File: src/icache_settings.svh
`ifndef ICACHE_SETTINGS_SVH
`define ICACHE_SETTINGS_SVH

// Word widths
`define ICACHE_ADDR_W 32
`define ICACHE_DATA_W 32

// Cache geometry, one instruction per line
`define ICACHE_SETS 16
`define ICACHE_WAYS 4

// Address field widths
`define ICACHE_OFFSET_W 2
`define ICACHE_INDEX_W 4
`define ICACHE_WAY_W 2
`define ICACHE_TAG_W (`ICACHE_ADDR_W - `ICACHE_INDEX_W - `ICACHE_OFFSET_W)

// Credits held after reset
`define ICACHE_RSP_CREDITS 2
`define ICACHE_MEM_CREDITS 1

// Width of both credit counters
`define ICACHE_CRED_W 2

`endif

File: src/icache_pkg.sv
`default_nettype none

`include "icache_settings.svh"

package icache_pkg;

    typedef logic [`ICACHE_TAG_W-1:0]   tag_t;
    typedef logic [`ICACHE_INDEX_W-1:0] index_t;
    typedef logic [`ICACHE_WAY_W-1:0]   way_t;
    typedef logic [`ICACHE_WAY_W-1:0]   age_t;    // 0 is most recently used

    typedef struct packed {
        tag_t                        tag;
        index_t                      index;
        logic [`ICACHE_OFFSET_W-1:0] offset;        // Byte offset, always 0 for fetches
    } addr_fields_t;

    // Fetch address, seen as a raw word or split into fields
    typedef union packed {
        logic [`ICACHE_ADDR_W-1:0] raw;
        addr_fields_t              f;
    } addr_u;

    typedef enum logic [2:0] {
        IDLE,
        LOOKUP,
        MISS_REQ,
        MISS_WAIT,
        RESPOND
    } ctrl_state_e;

endpackage

`default_nettype wire

File: src/icache_ctrl.sv
`timescale 1ns/10ps
`default_nettype none

`include "icache_settings.svh"

module icache_ctrl (
    input  logic                      clk,
    input  logic                      arst_n_i,
    // Fetch side
    input  logic                      req_valid_i,
    input  icache_pkg::addr_u         req_addr_i,
    output logic                      req_ready_o,
    output logic                      rsp_valid_o,
    output logic [`ICACHE_DATA_W-1:0] rsp_instr_o,
    output logic                      rsp_hit_o,
    input  logic                      rsp_credit_i,
    // Memory side
    output logic                      mem_req_o,
    output logic [`ICACHE_ADDR_W-1:0] mem_addr_o,
    input  logic                      mem_rsp_valid_i,
    input  logic [`ICACHE_DATA_W-1:0] mem_rsp_data_i,
    input  logic                      mem_credit_i,
    // Array side
    output icache_pkg::index_t        lkp_index_o,
    output icache_pkg::tag_t          lkp_tag_o,
    input  logic                      hit_i,
    input  icache_pkg::way_t          hit_way_i,
    input  logic                      has_free_i,
    input  icache_pkg::way_t          free_way_i,
    input  logic [`ICACHE_DATA_W-1:0] hit_data_i,
    input  icache_pkg::way_t          victim_way_i,
    output logic                      fill_o,
    output icache_pkg::way_t          fill_way_o,
    output logic [`ICACHE_DATA_W-1:0] fill_data_o,
    output logic                      touch_o,
    output icache_pkg::way_t          touch_way_o
);

    icache_pkg::ctrl_state_e   state_q;
    icache_pkg::ctrl_state_e   state_d;
    icache_pkg::addr_u         addr_q;         // Accepted fetch address
    icache_pkg::way_t          fill_way_q;
    logic [`ICACHE_CRED_W-1:0] rsp_cred_q;
    logic [`ICACHE_CRED_W-1:0] mem_cred_q;
    logic                      rsp_valid_q;
    logic [`ICACHE_DATA_W-1:0] rsp_instr_q;
    logic                      rsp_hit_q;
    logic                      take;
    logic                      in_lookup;

    // Low while in reset
    assign req_ready_o = arst_n_i && (state_q == icache_pkg::IDLE) && (rsp_cred_q != '0);
    assign take        = req_valid_i && req_ready_o;
    assign in_lookup   = (state_q == icache_pkg::LOOKUP);

    assign lkp_index_o = addr_q.f.index;
    assign lkp_tag_o   = addr_q.f.tag;

    assign mem_req_o  = (state_q == icache_pkg::MISS_REQ) && (mem_cred_q != '0);
    assign mem_addr_o = addr_q.raw;

    assign fill_o      = (state_q == icache_pkg::MISS_WAIT) && mem_rsp_valid_i;
    assign fill_way_o  = fill_way_q;
    assign fill_data_o = mem_rsp_data_i;

    // Hit way in LOOKUP, fill way while filling
    assign touch_o     = fill_o || (in_lookup && hit_i);
    assign touch_way_o = fill_o ? fill_way_q : hit_way_i;

    assign rsp_valid_o = rsp_valid_q;
    assign rsp_instr_o = rsp_instr_q;
    assign rsp_hit_o   = rsp_hit_q;

    always_comb begin
        state_d = state_q;
        case (state_q)
            icache_pkg::IDLE:      if (take) state_d = icache_pkg::LOOKUP;
            icache_pkg::LOOKUP:    state_d = hit_i ? icache_pkg::RESPOND : icache_pkg::MISS_REQ;
            icache_pkg::MISS_REQ:  if (mem_req_o) state_d = icache_pkg::MISS_WAIT;
            icache_pkg::MISS_WAIT: if (mem_rsp_valid_i) state_d = icache_pkg::IDLE;
            icache_pkg::RESPOND:   state_d = icache_pkg::IDLE;
            default:               state_d = icache_pkg::IDLE;
        endcase
    end

    always_ff @(posedge clk or negedge arst_n_i) begin
        if (!arst_n_i) begin
            state_q     <= icache_pkg::IDLE;
            rsp_cred_q  <= `ICACHE_CRED_W'(`ICACHE_RSP_CREDITS);
            mem_cred_q  <= `ICACHE_CRED_W'(`ICACHE_MEM_CREDITS);
            rsp_valid_q <= 1'b0;
        end else begin
            state_q     <= state_d;
            rsp_valid_q <= (state_q == icache_pkg::RESPOND) || fill_o;   // Miss skips RESPOND
            case ({take, rsp_credit_i})                                  // Reserve at acceptance
                2'b10:   rsp_cred_q <= rsp_cred_q - `ICACHE_CRED_W'(1);
                2'b01:   rsp_cred_q <= rsp_cred_q + `ICACHE_CRED_W'(1);
                default: rsp_cred_q <= rsp_cred_q;
            endcase
            case ({mem_req_o, mem_credit_i})
                2'b10:   mem_cred_q <= mem_cred_q - `ICACHE_CRED_W'(1);
                2'b01:   mem_cred_q <= mem_cred_q + `ICACHE_CRED_W'(1);
                default: mem_cred_q <= mem_cred_q;
            endcase
        end
    end

    always_ff @(posedge clk) begin
        if (take) begin
            addr_q <= req_addr_i;
        end
        if (in_lookup) begin
            rsp_instr_q <= hit_data_i;
            rsp_hit_q   <= hit_i;
            fill_way_q  <= has_free_i ? free_way_i : victim_way_i;   // Free way first
        end
        if (fill_o) begin
            rsp_instr_q <= mem_rsp_data_i;   // Forward the fill word
            rsp_hit_q   <= 1'b0;
        end
    end

endmodule

`default_nettype wire

File: src/icache_tag_array.sv
`timescale 1ns/10ps
`default_nettype none

`include "icache_settings.svh"

module icache_tag_array (
    input  logic               clk,
    input  logic               arst_n_i,
    input  icache_pkg::index_t index_i,
    input  icache_pkg::tag_t   tag_i,
    input  logic               fill_i,
    input  icache_pkg::way_t   fill_way_i,
    output logic               hit_o,
    output icache_pkg::way_t   hit_way_o,
    output logic               has_free_o,
    output icache_pkg::way_t   free_way_o
);

    icache_pkg::tag_t tag_q [`ICACHE_SETS][`ICACHE_WAYS];
    logic [`ICACHE_SETS-1:0][`ICACHE_WAYS-1:0] valid_q;

    // Walk from the top way down so the lowest match wins
    always_comb begin
        hit_o      = 1'b0;
        hit_way_o  = '0;
        has_free_o = 1'b0;
        free_way_o = '0;
        for (int w = `ICACHE_WAYS - 1; w >= 0; w--) begin
            if (valid_q[index_i][w] && (tag_q[index_i][w] == tag_i)) begin
                hit_o     = 1'b1;
                hit_way_o = icache_pkg::way_t'(w);
            end
            if (!valid_q[index_i][w]) begin
                has_free_o = 1'b1;
                free_way_o = icache_pkg::way_t'(w);   // Lowest invalid way
            end
        end
    end

    always_ff @(posedge clk or negedge arst_n_i) begin
        if (!arst_n_i) begin
            valid_q <= '0;
        end else if (fill_i) begin
            valid_q[index_i][fill_way_i] <= 1'b1;
        end
    end

    always_ff @(posedge clk) begin
        if (fill_i) begin
            tag_q[index_i][fill_way_i] <= tag_i;
        end
    end

endmodule

`default_nettype wire

File: src/icache_data_array.sv
`timescale 1ns/10ps
`default_nettype none

`include "icache_settings.svh"

module icache_data_array (
    input  logic                      clk,
    input  icache_pkg::index_t        index_i,
    input  icache_pkg::way_t          way_i,      // Hit way or fill way
    output logic [`ICACHE_DATA_W-1:0] rd_data_o,
    input  logic                      fill_i,
    input  logic [`ICACHE_DATA_W-1:0] fill_data_i
);

    logic [`ICACHE_DATA_W-1:0] word_q [`ICACHE_SETS][`ICACHE_WAYS];

    assign rd_data_o = word_q[index_i][way_i];   // Asynchronous read

    always_ff @(posedge clk) begin
        if (fill_i) begin
            word_q[index_i][way_i] <= fill_data_i;
        end
    end

endmodule

`default_nettype wire

File: src/icache_lru.sv
`timescale 1ns/10ps
`default_nettype none

`include "icache_settings.svh"

module icache_lru (
    input  logic               clk,
    input  logic               arst_n_i,
    input  icache_pkg::index_t index_i,
    input  logic               touch_i,
    input  icache_pkg::way_t   way_i,
    output icache_pkg::way_t   victim_way_o
);

    icache_pkg::age_t age_q [`ICACHE_SETS][`ICACHE_WAYS];
    icache_pkg::age_t touched_age;
    icache_pkg::age_t victim_age;

    assign touched_age = age_q[index_i][way_i];

    // Oldest way, lowest number on ties
    always_comb begin
        victim_way_o = '0;
        victim_age   = age_q[index_i][0];
        for (int w = 1; w < `ICACHE_WAYS; w++) begin
            if (age_q[index_i][w] > victim_age) begin
                victim_way_o = icache_pkg::way_t'(w);
                victim_age   = age_q[index_i][w];
            end
        end
    end

    // Ways equal to the old age also age, so a cleared set sorts itself into
    // distinct ages once every way has been touched
    always_ff @(posedge clk or negedge arst_n_i) begin
        if (!arst_n_i) begin
            for (int s = 0; s < `ICACHE_SETS; s++) begin
                for (int w = 0; w < `ICACHE_WAYS; w++) begin
                    age_q[s][w] <= '0;
                end
            end
        end else if (touch_i) begin
            for (int w = 0; w < `ICACHE_WAYS; w++) begin
                if (icache_pkg::way_t'(w) == way_i) begin
                    age_q[index_i][w] <= '0;                           // Most recent
                end else if ((age_q[index_i][w] <= touched_age) && !(&age_q[index_i][w])) begin
                    age_q[index_i][w] <= age_q[index_i][w] + icache_pkg::age_t'(1);
                end
            end
        end
    end

endmodule

`default_nettype wire

File: src/icache_top.sv
`timescale 1ns/10ps
`default_nettype none

`include "icache_settings.svh"

module icache_top (
    input  logic                      clk,
    input  logic                      arst_n_i,
    input  logic                      req_valid_i,
    input  icache_pkg::addr_u         req_addr_i,
    output logic                      req_ready_o,
    output logic                      rsp_valid_o,
    output logic [`ICACHE_DATA_W-1:0] rsp_instr_o,
    output logic                      rsp_hit_o,
    input  logic                      rsp_credit_i,
    output logic                      mem_req_o,
    output logic [`ICACHE_ADDR_W-1:0] mem_addr_o,
    input  logic                      mem_rsp_valid_i,
    input  logic [`ICACHE_DATA_W-1:0] mem_rsp_data_i,
    input  logic                      mem_credit_i
);

    icache_pkg::index_t        lkp_index;
    icache_pkg::tag_t          lkp_tag;
    logic                      hit;
    icache_pkg::way_t          hit_way;
    logic                      has_free;
    icache_pkg::way_t          free_way;
    logic [`ICACHE_DATA_W-1:0] hit_data;
    icache_pkg::way_t          victim_way;
    logic                      fill;
    icache_pkg::way_t          fill_way;
    logic [`ICACHE_DATA_W-1:0] fill_data;
    logic                      touch;
    icache_pkg::way_t          touch_way;    // Also the data array way

    icache_ctrl icache_ctrl_inst (
        .clk             (clk),
        .arst_n_i        (arst_n_i),
        .req_valid_i     (req_valid_i),
        .req_addr_i      (req_addr_i),
        .req_ready_o     (req_ready_o),
        .rsp_valid_o     (rsp_valid_o),
        .rsp_instr_o     (rsp_instr_o),
        .rsp_hit_o       (rsp_hit_o),
        .rsp_credit_i    (rsp_credit_i),
        .mem_req_o       (mem_req_o),
        .mem_addr_o      (mem_addr_o),
        .mem_rsp_valid_i (mem_rsp_valid_i),
        .mem_rsp_data_i  (mem_rsp_data_i),
        .mem_credit_i    (mem_credit_i),
        .lkp_index_o     (lkp_index),
        .lkp_tag_o       (lkp_tag),
        .hit_i           (hit),
        .hit_way_i       (hit_way),
        .has_free_i      (has_free),
        .free_way_i      (free_way),
        .hit_data_i      (hit_data),
        .victim_way_i    (victim_way),
        .fill_o          (fill),
        .fill_way_o      (fill_way),
        .fill_data_o     (fill_data),
        .touch_o         (touch),
        .touch_way_o     (touch_way)
    );

    icache_tag_array icache_tag_array_inst (
        .clk        (clk),
        .arst_n_i   (arst_n_i),
        .index_i    (lkp_index),
        .tag_i      (lkp_tag),
        .fill_i     (fill),
        .fill_way_i (fill_way),
        .hit_o      (hit),
        .hit_way_o  (hit_way),
        .has_free_o (has_free),
        .free_way_o (free_way)
    );

    icache_data_array icache_data_array_inst (
        .clk         (clk),
        .index_i     (lkp_index),
        .way_i       (touch_way),
        .rd_data_o   (hit_data),
        .fill_i      (fill),
        .fill_data_i (fill_data)
    );

    icache_lru icache_lru_inst (
        .clk          (clk),
        .arst_n_i     (arst_n_i),
        .index_i      (lkp_index),
        .touch_i      (touch),
        .way_i        (touch_way),
        .victim_way_o (victim_way)
    );

endmodule

`default_nettype wire

File: config.mk
export PLATFORM = sky130hd
export DESIGN_NAME = icache_top
export DESIGN_NICKNAME = d
export VERILOG_FILES = /design/src/icache_pkg.sv /design/src/icache_ctrl.sv /design/src/icache_tag_array.sv /design/src/icache_data_array.sv /design/src/icache_lru.sv /design/src/icache_top.sv
export VERILOG_INCLUDE_DIRS = /design/src
export SDC_FILE = /design/constraint.sdc
export NUM_CORES = 2
export LEC_CHECK = 0
export BUFFER_PORTS_ARGS = -buffer_cell sky130_fd_sc_hd__buf_2
export CAP_MARGIN = 10
export CORE_MARGIN = 2
export CORE_UTILIZATION = 50
export CTS_CLUSTER_SIZE = 30
export DETAILED_ROUTE_END_ITERATION = 8
export HOLD_SLACK_MARGIN = 0.03
export PLACE_DENSITY = 0.65
export SYNTH_ARGS = -nofsm -noshare
export SYNTH_HDL_FRONTEND = slang
export SYNTH_SLANG_ARGS = --single-unit
File: constraint.sdc
create_clock -name clk -period 7.43 [get_ports clk]
set_input_delay 1.486 -clock clk [delete_from_list [all_inputs] [get_ports clk]]
set_output_delay 1.486 -clock clk [all_outputs]
set_load 0.005 [all_outputs]
==> flow_summary.yaml <==
power_and_ir_drop:
  power_density_nw_per_um2: 300
  p_sw_mw: 13.3
  sw_frac_of_total_pct: 24.9
  power.leakage_nw: 57.5
  combinationalPowerShare_pct: 14.2
  p_int_mw: 40.1
  p_clk_share_pct: 38.4
  seq_power_share_pct: 47.4
  vdd_drop_max_v: 0.000283
flow_run:
  maxCapViolations: 0
clock_tree:
  tritoncts: "done"
  clockBufferDepth: 4
  clockRootBuffer: "clkbuf_16"
  cts_resized: 0
  cts.sinks: 3983
  insertion_delay_ns: 0.96
  htree_num_levels: 5
  cts_buffers: 402
  hold_buffers: 0
  clk_pin_slew_ns: 0.06
  post_cts_buffers: 0
sta:
  rsz0062_at_grt: "false"
  tightest_slew_ns: 1.31
  fin_ws_ns: 0.478
  slew_violations: 0
  max_freq_ghz: 0.144
  finalSetupViolCount: 0
  hold_slack_ns: 0.464
  period_share_pct: 93.6
  hold_violations: 0
  slew_headroom_pct: 12.7
  finClkSkew_ns: 0.0745
  period_needed_ns: 6.95
  finalSetupTns_ns: 0
worst_setup_path:
  required_ns: 8.29
  worstPathMaxFanout: 33
  crit_type: "reg2reg"
  cp-end-kind: "register"
  cp_slowest_cell: "and2_1"
  r2r_cells: 19
  worstPathArrival_ns: 7.81
  crit_chain: "buf_4, and2_1, a22oi_1, nand2_1, xor2_1, o211ai_1, a211oi_1, nand4b_1, nand3_2, o21a_1, nor2_1, a21oi_1, a21oi_1, ha_1, nor2_1, a311oi_1, o221a_2, nand3_1, o2bb2ai_1"
  startpoint_type: "register"
  cpPeakStageDelay_ns: 0.74
drt:
  wl_per_cell_um: 33.6
  routed_wl_um: 416000
  first_iter_violations: 11100
  viasPerCell: 6.47
  drcViolationCount: 0
  ant_nets: 0
  drtPass1Iterations: 8
  dr_total_vias: 80100
grt:
  antenna_found_initial: 13
  grt_use_total_pct: 26.1
  grt_pass1_vias: 80200
  grt_max_degree: 122
  gr-total-overflow: 0
  grt_pass1_wl_um: 591000
yosys:
  synth_common_cells: "3,778 x edfxtp_1, 1,023 x mux4_2, 291 x nand2_1"
  ys_warn_count: 0
  synthFlopType: "edfxtp_1"
  ys_seq_area_share_pct: 75.5
  synthArstFlopShare_pct: 5.02
  synth.distinct_cells: 90
  avgSynthCellArea_um2: 21.1
  synth_top_area_cell: "edfxtp_1"
  syn_inst: 7439
  synth_top_area_share_pct: 72.3
  ys_top_cells_by_area: "edfxtp_1 72%, mux4_2 15%, dfrtp_1 3.2%"
  synth_area_um2: 157000
  syn-num-nets: 7527
  yosysMostFrequentCell: "edfxtp_1"
  ys_ff_latch: 3983
  synth_edf_count: 3778
placement:
  dpl.hpwl_um: 234000
  io_buffers: 137
  dpl_worst_slack_ns: 0.379
  gp_congestion: 0.838
  placed_area_um2: 165000
floorplanning:
  start_util_pct: 50.3
  rows: 205
  coreArea_um2: 312000
  fp.dieArea_um2: 319000
  die_h_um: 564
  ios: 138
  die_x_um: 564
hold_path:
  hold-path-cell-count: 1
  hold_class: "reg2reg"
layout:
  fin_area_um2: 178000
  fillCellCount: 22400
  syn_to_final_growth_pct: 13.5
  final_util_pct: 57.1
  layout-drive-gt1-share_pct: 29.4
  finalNetCount: 7992
run_status:
  status: "finished, final reports clean"
sequential cells by signal, indices dropped and copies added, names as in the netlist, 2 cells and up, named ones only:
| register | count |
|---|---|
| icache_ctrl_inst.fill_way_o | 2 |
| icache_ctrl_inst.mem_addr_o | 32 |
| icache_ctrl_inst.mem_cred_q | 2 |
| icache_ctrl_inst.rsp_cred_q | 2 |
| icache_ctrl_inst.rsp_instr_o | 32 |
| icache_ctrl_inst.state_q | 3 |
| icache_data_array_inst.word_q | 2048 |
| icache_lru_inst.age_q | 128 |
| icache_tag_array_inst.tag_q | 1664 |
| icache_tag_array_inst.valid_q | 64 |
per-stage QoR:
step                      power [mW]  instances
after detailed placement        33.4      11600
final                           53.4      12400
after global placement          33.3      11600
after global routing            55.0      12400
after CTS                       53.7      12400
after floorplan                 30.7       7439
cell usage in the layout (no fill, tap or decap), types with 18 or more instances in the layout:
master | netlist | layout
clkinv_1 | 1 | 79
inv_1 | 64 | 62
a22o_1 | 62 | 62
xnor2_1 | 95 | 95
buf_12 | 0 | 30
clkbuf_1 | 195 | 64
buf_2 | 96 | 136
dfrtp_1 | 198 | 198
ha_1 | 18 | 18
o211ai_1 | 54 | 54
a31oi_1 | 49 | 49
or2_2 | 68 | 67
nor2_1 | 230 | 101
clkinvlp_4 | 0 | 22
bufinv_16 | 0 | 52
clkbuf_16 | 0 | 405
o2bb2ai_1 | 19 | 18
buf_4 | 44 | 333
mux2_2 | 49 | 49
nor2b_1 | 39 | 39
clkinv_2 | 0 | 78
nand2_1 | 291 | 289
nand2b_1 | 26 | 26
a21oi_1 | 47 | 46
mux2i_1 | 269 | 269
nor3_1 | 27 | 27
and3_1 | 21 | 21
nand3_1 | 73 | 68
a221oi_1 | 20 | 20
nand4_1 | 55 | 55
o22ai_1 | 31 | 31
o21ai_0 | 97 | 96
edfxtp_1 | 3778 | 3778
mux4_2 | 1023 | 1023
nor2_4 | 0 | 128
xor2_1 | 31 | 31
a22oi_1 | 42 | 42
power groups by stage:
stage          registers, mW  clock network, mW  logic [mW]
2_1_floorplan           25.7                  0        4.94
3_3_place_gp            25.8                  0        7.48
3_5_place_dp            25.8                  0        7.56
4_1_cts                 25.4               20.7        7.59
5_1_grt                 25.4               21.6        8.01
6_report                25.4               20.5        7.58
worst paths after layout:
| kind | start | to | slack, ns |
|---|---|---|---|
| min in group asynchronous | arst_n_i | icache_ctrl_inst.rsp_cred_q[0] | 0.66 |
| worst min-delay path | icache_tag_array_inst.valid_q[12] | icache_tag_array_inst.valid_q[12] | 0.46 |
| worst max-delay path | register | icache_lru_inst.age_q[41] | 0.48 |
| worst max register to register | register | icache_lru_inst.age_q[41] | 0.48 |
| max in group asynchronous | arst_n_i | icache_tag_array_inst.valid_q[46] | 5.02 |
| worst min register to register | icache_tag_array_inst.valid_q[12] | icache_tag_array_inst.valid_q[12] | 0.46 |
critical path: cells and delay by family, from the launching register on:
kind | cells | cell delay [ns]
flops | 1 | 0.69
buf+inv | 1 | 0.57
simple gates | 7 | 2.61
fa+ha+maj | 1 | 0.32
xor+xnor | 1 | 0.15
compound gates | 9 | 2.47
cells by family (layout without fill, tap and decap cells):
family / Yosys count / after routing / synth area share (%)
XOR/XNOR: 126 / 126 / 0.703
flip-flops: 3983 / 3983 / 75.5
buffers and inverters: 507 / 1306 / 1.55
adder cells (fa/ha/maj): 18 / 18 / 0.143
AND/OR/NAND/NOR: 914 / 914 / 2.82
other: 0 / 3 / 0
multiplexers: 1341 / 1341 / 16.7
AO/OA/AOI/OAI: 550 / 550 / 2.54
area by class of cell:
| type | count | area [um2] | area share, % |
|---|---|---|---|
| inverter | 67 | 264 | 0.148 |
| clock buffer | 475 | 10500 | 5.87 |
| tap | 4140 | 5180 | 2.91 |
| multi-input combinational | 2949 | 37100 | 20.8 |
| sequential | 3983 | 119000 | 66.5 |
| timing repair buffer | 501 | 3800 | 2.13 |
| clock inverter | 263 | 2920 | 1.64 |
| antenna | 3 | 7.51 | 0.00421 |
metal layers:
| layer | up-vias | part of all wire, % | GRT usage, % |
|---|---|---|---|
| met4 | 10 | 3.0 | 7.31 |
| met5 | - | 0.013 | 0 |
| met3 | 685 | 9.7 | 4.28 |
| met1 | 43100 | 40 | 38.1 |
| li1 | 31900 | - | - |
| met2 | 4390 | 48 | 41.0 |
No activity file was read; power rests on OpenSTA's default activity.
